==> config.mk <==
export PLATFORM = sky130hd
export DESIGN_NAME = req_sequencer_flat
export DESIGN_NICKNAME = d
export VERILOG_FILES = /design/src/hw/vcache_pkg.sv /design/src/hw/cmd_if.sv /design/src/hw/data_if.sv /design/src/hw/req_sequencer.sv /design/src/flat_wrapper.sv
export SDC_FILE = /design/constraint.sdc
export NUM_CORES = 1
export LEC_CHECK = 0
export BUFFER_PORTS_ARGS = -buffer_cell sky130_fd_sc_hd__buf_2
export CORE_MARGIN = 5
export CORE_UTILIZATION = 44
export CTS_CLUSTER_SIZE = 20
export DETAILED_ROUTE_END_ITERATION = 7
export GPL_TIMING_DRIVEN = 0
export PLACE_DENSITY = 0.81
export SYNTH_ARGS = -nofsm -noshare
export SYNTH_HDL_FRONTEND = slang
export SYNTH_SLANG_ARGS = --single-unit
==> constraint.sdc <==
create_clock -name clk -period 2.94 [get_ports clk]
set_input_delay 0 -clock clk [delete_from_list [all_inputs] [get_ports clk]]
set_output_delay 0 -clock clk [all_outputs]
set_load 0.05 [all_outputs]
==> src/hw/vcache_pkg.sv <==
package vcache_pkg;

    // array sizes
    localparam int NUM_LANES  = 2;
    localparam int NUM_BLOCKS = 2;
    localparam int NUM_CHANS  = 2;
    localparam int BANK_DEPTH = 64;

    // widths that carry a meaning
    typedef logic [$clog2(BANK_DEPTH)-1:0] word_addr_t;
    typedef logic [31:0]                   data_t;
    typedef logic [$clog2(NUM_BLOCKS)-1:0] block_id_t;
    typedef logic [$clog2(NUM_CHANS)-1:0]  chan_t;

    // block id on top, then channel, then word address
    localparam int HOST_ADDR_W = $bits(block_id_t) + $bits(chan_t) + $bits(word_addr_t);
    typedef logic [HOST_ADDR_W-1:0] host_addr_t;

    // chain opcodes
    typedef logic [0:0] opcode_t;
    localparam opcode_t OP_READ  = 1'b0;
    localparam opcode_t OP_WRITE = 1'b1;

    // request sequencer states
    typedef enum logic [2:0] {
        IDLE,
        CMD,
        WDATA,
        RDATA,
        RESP
    } seq_state_t;

endpackage

==> src/hw/cmd_if.sv <==
interface cmd_if;
    import vcache_pkg::*;

    // one command per cycle of vld, no back-pressure
    logic       vld;
    opcode_t    opcode;
    block_id_t  block;
    chan_t      chan;
    word_addr_t addr;

    modport up (
        output vld,
        output opcode,
        output block,
        output chan,
        output addr
    );

    modport down (
        input vld,
        input opcode,
        input block,
        input chan,
        input addr
    );

endinterface

==> src/hw/data_if.sv <==
interface data_if;
    import vcache_pkg::*;

    // write high marks data headed for a bank, low marks read data
    logic      vld;
    logic      write;
    block_id_t block;
    chan_t     chan;
    data_t     data;

    modport up (
        output vld,
        output write,
        output block,
        output chan,
        output data
    );

    modport down (
        input vld,
        input write,
        input block,
        input chan,
        input data
    );

endinterface

==> src/hw/req_sequencer.sv <==
module req_sequencer (
    input  logic                   clk,
    input  logic                   rst_n,
    input  logic                   req_vld,
    input  logic                   req_write,
    input  vcache_pkg::host_addr_t req_addr,
    input  vcache_pkg::data_t      req_wdata,
    output logic                   req_ready,
    output logic                   rsp_vld,
    output vcache_pkg::data_t      rsp_rdata,
    cmd_if.up                      cmd,
    data_if.up                     wdata,
    data_if.down                   rdata
);
    import vcache_pkg::*;

    seq_state_t state;
    seq_state_t state_nxt;

    // latched request
    opcode_t    op_q;
    host_addr_t addr_q;
    data_t      wdata_q;
    data_t      rdata_q;

    block_id_t  req_block;
    chan_t      req_chan;
    word_addr_t req_word;

    assign {req_block, req_chan, req_word} = addr_q;

    always_comb begin
        state_nxt = state;
        case (state)
            IDLE: begin
                if (req_vld) begin
                    state_nxt = CMD;
                end
            end
            CMD: begin
                state_nxt = (op_q == OP_WRITE) ? WDATA : RDATA;
            end
            WDATA: state_nxt = IDLE;
            RDATA: state_nxt = RESP;
            RESP:  state_nxt = IDLE;
            default: state_nxt = IDLE;
        endcase
    end

    always_ff @(posedge clk or negedge rst_n) begin
        if (!rst_n) begin
            state <= IDLE;
        end else begin
            state <= state_nxt;
        end
    end

    always_ff @(posedge clk) begin
        if (state == IDLE && req_vld) begin
            op_q    <= req_write ? OP_WRITE : OP_READ;
            addr_q  <= req_addr;
            wdata_q <= req_wdata;
        end
        // read data arrives at the east end in RDATA
        if (state == RDATA && rdata.vld && !rdata.write) begin
            rdata_q <= rdata.data;
        end
    end

    // command chain
    assign cmd.vld    = (state == CMD);
    assign cmd.opcode = op_q;
    assign cmd.block  = req_block;
    assign cmd.chan   = req_chan;
    assign cmd.addr   = req_word;

    // write data one cycle behind the command
    assign wdata.vld   = (state == WDATA);
    assign wdata.write = (state == WDATA);
    assign wdata.block = req_block;
    assign wdata.chan  = req_chan;
    assign wdata.data  = wdata_q;

    // host side
    assign req_ready = (state == IDLE);
    assign rsp_vld   = (state == RESP);
    assign rsp_rdata = rdata_q;

endmodule

==> src/flat_wrapper.sv <==
// flat-port wrapper written by rule: the top's interface ports become plain ports
module req_sequencer_flat import vcache_pkg::*;
  (clk, rst_n, req_vld, req_write, req_addr, req_wdata, req_ready, rsp_vld, rsp_rdata, cmd_vld, cmd_opcode, cmd_block, cmd_chan, cmd_addr, wdata_vld, wdata_write, wdata_block, wdata_chan, wdata_data, rdata_vld, rdata_write, rdata_block, rdata_chan, rdata_data);
  cmd_if cmd_i ();
  data_if wdata_i ();
  data_if rdata_i ();
  input  logic clk;
  input  logic rst_n;
  input  logic req_vld;
  input  logic req_write;
  input  vcache_pkg::host_addr_t req_addr;
  input  vcache_pkg::data_t req_wdata;
  output logic req_ready;
  output logic rsp_vld;
  output vcache_pkg::data_t rsp_rdata;
  output wire logic [$bits(cmd_i.vld)-1:0] cmd_vld;
  output wire logic [$bits(cmd_i.opcode)-1:0] cmd_opcode;
  output wire logic [$bits(cmd_i.block)-1:0] cmd_block;
  output wire logic [$bits(cmd_i.chan)-1:0] cmd_chan;
  output wire logic [$bits(cmd_i.addr)-1:0] cmd_addr;
  output wire logic [$bits(wdata_i.vld)-1:0] wdata_vld;
  output wire logic [$bits(wdata_i.write)-1:0] wdata_write;
  output wire logic [$bits(wdata_i.block)-1:0] wdata_block;
  output wire logic [$bits(wdata_i.chan)-1:0] wdata_chan;
  output wire logic [$bits(wdata_i.data)-1:0] wdata_data;
  input wire logic [$bits(rdata_i.vld)-1:0] rdata_vld;
  input wire logic [$bits(rdata_i.write)-1:0] rdata_write;
  input wire logic [$bits(rdata_i.block)-1:0] rdata_block;
  input wire logic [$bits(rdata_i.chan)-1:0] rdata_chan;
  input wire logic [$bits(rdata_i.data)-1:0] rdata_data;
  assign cmd_vld = cmd_i.vld;
  assign cmd_opcode = cmd_i.opcode;
  assign cmd_block = cmd_i.block;
  assign cmd_chan = cmd_i.chan;
  assign cmd_addr = cmd_i.addr;
  assign wdata_vld = wdata_i.vld;
  assign wdata_write = wdata_i.write;
  assign wdata_block = wdata_i.block;
  assign wdata_chan = wdata_i.chan;
  assign wdata_data = wdata_i.data;
  assign rdata_i.vld = rdata_vld;
  assign rdata_i.write = rdata_write;
  assign rdata_i.block = rdata_block;
  assign rdata_i.chan = rdata_chan;
  assign rdata_i.data = rdata_data;
  req_sequencer u_core (.clk(clk), .rst_n(rst_n), .req_vld(req_vld), .req_write(req_write), .req_addr(req_addr), .req_wdata(req_wdata), .req_ready(req_ready), .rsp_vld(rsp_vld), .rsp_rdata(rsp_rdata), .cmd(cmd_i), .wdata(wdata_i), .rdata(rdata_i));
endmodule
After elaboration in Yosys (flattened, before gate mapping)

Index checks and enable logic that the tools add are counted.

Register bits after elaboration: 76
Bits of input ports: 80
Output and inout port bits: 80
Logic and storage cells: 19

Eq/ne operators: 5
Multiplexer cells: 4
Reduce and logical (&&, ||, !) cells: 5

Operators by type and width:

| kind                 | number |
|---|---|
| $pmux W3 S3          | 1 |
| $eq A3 B2 Y1 const B | 2 |
| $eq A3 B1 Y1 const B | 1 |
| $eq A3 B3 Y1 const B | 1 |
| $logic_and A1 B1 Y1  | 3 |
| $logic_not A3 Y1     | 1 |
| $mux W3              | 1 |
| $mux W1              | 2 |
| $ne A2 B2 Y1 const B | 1 |
| $logic_not A1 Y1     | 1 |

Logic depth before layout (Yosys ltp)

Depth in word-level cells: 3
Mapped depth: 2
Gate-level depth less buffers: 2

Worst setup path after synthesis

Ideal clock, no wire load.

Kind: reg2reg
From: register u_core.state[0]
To: register u_core.addr_q[0], enable pin
Setup time: 402 ps
Data arrival time: 2712 ps
Data required time: 2538 ps
Path slack: -174 ps
Stages on the path, launching flop included: 3
Buffers on the path: 0
Clock period less this slack: 3114 ps
Path through: dfrtp_1 -> nor3_1 -> and2_1

Longest elaborated chain between the ends: 2

RTL lines:

| item                   | line                | text |
|---|---|---|
| from (decl)            | req_sequencer.sv:17 | `seq_state_t state;` |
| from (signal assigned) | req_sequencer.sv:54 | `state <= state_nxt;` |
| $logic_not A3 Y1       | --                  |  |
| named net req_ready    | flat_wrapper.sv:13  | `output logic req_ready;` |
| $logic_and A1 B1 Y1    | req_sequencer.sv:59 | `if (state == IDLE && req_vld) begin` |
| to (signal assigned)   | req_sequencer.sv:61 | `addr_q <= req_addr;` |
| to (decl)              | req_sequencer.sv:22 | `host_addr_t addr_q;` |

The timed path passes the listed nets, and every way through them passes these cells.
A chain may end at the register's enable or synchronous reset.

Final worst setup path

From: register u_core.state[2]
To: register u_core.rdata_q[19], in the netlist u_core.rsp_rdata[19], enable pin

Longest elaborated chain between the ends: 3

RTL lines:

| item                              | line                | text |
|---|---|---|
| $eq A3 B2 Y1                      | req_sequencer.sv:65 | `if (state == RDATA && rdata.vld && !rdata.write) begin` |
| $logic_and A1 B1 Y1 (2 in series) | req_sequencer.sv:65 |  |
| to (signal assigned)              | req_sequencer.sv:66 | `rdata_q <= rdata.data;` |
| to (decl)                         | req_sequencer.sv:24 | `data_t rdata_q;` |

No other way between the ends.

==> qor.yml <==
outcome:
  status: "completed"
placement:
  dpl_cell_area_mm2: 0.00324
  io_buffers: 157
  gp_congestion: 0.760
  hpwl_um: 4320
  post-place-ws_ns: 0.741
detailed_routing:
  drc: 0
  first_pass_iters: 4
  viasPerCell: 4.37
  num_vias: 1775
  drtIter0Drc: 127
  wirelength_um: 7000
  antenna_left: 0
  wl_per_cell_um: 17.2
worst_setup_path:
  endpoint_kind: "flip-flop"
  rr_endpoint: "u_core.rsp_rdata[19]$_DFFE_PP_"
  crit_type: "flip-flop to flip-flop"
  rr_worst_depth: 2
  critPathRequiredTime_ns: 2.87
  regToRegSetupSlack_ns: 0.76
  arrival_ns: 2.10
  rr_startpoint: "u_core.state[2]$_DFFE_PN0P_"
  crit_path_start_kind: "flip-flop"
  path_max_fanout: 32
sta:
  fin_crit_ns: 2.18
  fin_hold_ws_ns: 0.377
  finalMaxSlewViolations: 0
  finClkSkew_ns: 0.00992
  worst_slack_ns: 0.764
  rsz0062_at_grt: "no"
  relSlewSlack_pct: 8.46
  tns_ns: 0
  clock.fmax_mhz: 460
  finalHoldViolations: 0
  tightest_slew_ns: 1.37
  finalCritPeriodShare_pct: 74.0
  final-setup-viol-count: 0
power_and_ir_drop:
  p_per_area_mw_per_mm2: 753
  seq_power_share_pct: 46.8
  swShare_pct: 38.0
  power_frac_comb_pct: 33.0
  power_frac_clock_pct: 20.1
  leakage_uw: 0.00177
  intPower_uw: 1930
  power.switching_uw: 1190
  peakVddDrop_v: 0.000844
cells_and_area:
  drive_gt1_share_pct: 51.8
  final_cell_mix: "buf_2 (157), dlygate4sd3_1 (76), edfxtp_1 (73)"
  area_growth_pct: 75.4
  nets: 413
  design_area_mm2: 0.00415
  nFillCells: 282
  final_util_pct: 80.1
  antenna_cells: 0
  mostFrequentLayoutCell: "buf_2"
synth:
  synth_top_cell_by_area: "edfxtp_1"
  syn-num-nets: 169
  syn_area_per_cell_um2: 26.6
  ys_warn_count: 0
  synth_cells: 89
  ys_types: 10
  synth-seq-cells: 76
  netlist_area_mm2: 0.00236
  synth_top_area_share_pct: 92.7
  yosys-top-cells-area: "edfxtp_1 (93%), dfrtp_1 (3.2%), nor3b_1 (1.3%)"
  yosysSeqAreaShare_pct: 95.9
clocking:
  cts_tree: "built"
  h-tree-depth: 3
  post_cts_buffers: 0
  clk_pin_slew_ns: 0.08
  cts-resized-gates: 0
  clk_latency_ns: 0.33
  clockBufferDepth: 2
  clkSinkCount: 76
  cts_buffers: 9
  cts_root_buf: "clkbuf_8"
floorplan:
  ioPinCount: 160
  dieArea_mm2: 0.00694
  dieHeight_um: 83.3
  core_area_mm2: 0.00517
  initial_core_util_pct: 45.7
  std_cell_rows: 26
  die_w_um: 83.3
job:
  max_cap_viol_count: 0
grt:
  grt_overflow: 0
  first_global_vias: 1997
  antenna_found_initial: 0
  grt_usage_pct: 20.6
  grt_pass1_wl_um: 10700
  grt_max_degree: 42
hold_path:
  hold_class: "input pin to flip-flop"
  worstHoldStart: "req_wdata[18]"
  min_delay_path_depth: 2
  min_to: "u_core.wdata.data[18]$_DFFE_PP_"
-- synthesized netlist by cell type --
library cell / instances
nor3b_1: 4
and3b_2: 1
nor2_1: 1
nor3_1: 1
edfxtp_1: 73
dfrtp_1: 3
buf_4: 3
and3b_1: 1
a2111oi_1: 1
and2_1: 1
-- state kept, by name, summed over array words and instances (netlist names) --
register           flops
u_core.state           3
u_core.addr_q          8
u_core.cmd.opcode      1
u_core.wdata.data     32
u_core.rsp_rdata      32
-- power groups by stage --
stage / clock network, uW / logic (uW) / registers [uW]
4_1_cts: 635 / 1030 / 1460
3_3_place_gp: 0 / 938 / 1470
5_1_grt: 697 / 1070 / 1480
2_1_floorplan: 0 / 247 / 1940
6_report: 628 / 1030 / 1460
3_5_place_dp: 0 / 949 / 1480
-- layout make-up --
cell class,instances,area [um^2],area share [%]
timing repair buffer,233,1550,37.3
multi-input combinational,10,75.1,1.81
clock inverter,4,18.8,0.453
clock buffer,10,128,3.08
sequential,76,2270,54.7
buffer,3,22.5,0.543
tap,70,87.6,2.11
-- repair_timing --
item | 4_1_cts | 5_1_grt
endpoints found under the setup margin | 0 | 0
hold buffers | 76 | 0
endpoints found under the hold margin | 77 | 0
-- worst max-delay path, cell delays in order (launching register included) --
cell     delay [ns]
dfrtp_1        0.44
and3b_2        0.26
and3b_1        1.08
-- metrics by stage --
stage               power [uW]  std cells
finish                    3120        406
global route              3240        406
CTS                       3120        406
detailed placement        2430        316
global placement          2410        316
floorplan                 2190         89
-- kinds of logic (layout without fill, tap and decap cells) --
kind of cell | Yosys count | count (layout) | share of synthesized area [%]
buf+inv | 3 | 250 | 0.953
simple gates | 9 | 9 | 2.70
flops | 76 | 76 | 95.9
compound gates | 1 | 1 | 0.424
-- metal layers --
layer / GRT usage, % / wire length, um
met2: 41.8 / 4330
met3: 5.05 / 378
met1: 18.3 / 2140
met5: 0 / 0
met4: 9.66 / 146
-- worst max-delay path by stage --
stage                           startpoint                             end  cells after the start
6_report       u_core.state[2]$_DFFE_PN0P_  u_core.rsp_rdata[19]$_DFFE_PP_                      2
5_1_grt        u_core.state[2]$_DFFE_PN0P_  u_core.rsp_rdata[19]$_DFFE_PP_                      2
4_1_cts        u_core.state[2]$_DFFE_PN0P_  u_core.rsp_rdata[10]$_DFFE_PP_                      2
3_5_place_dp   u_core.state[2]$_DFFE_PN0P_  u_core.rsp_rdata[10]$_DFFE_PP_                      2
3_3_place_gp   u_core.state[2]$_DFFE_PN0P_   u_core.rsp_rdata[5]$_DFFE_PP_                      2
2_1_floorplan  u_core.state[0]$_DFFE_PN0P_      u_core.addr_q[0]$_DFFE_PP_                      2
Note: power is estimated with default switching activity, not from simulation.
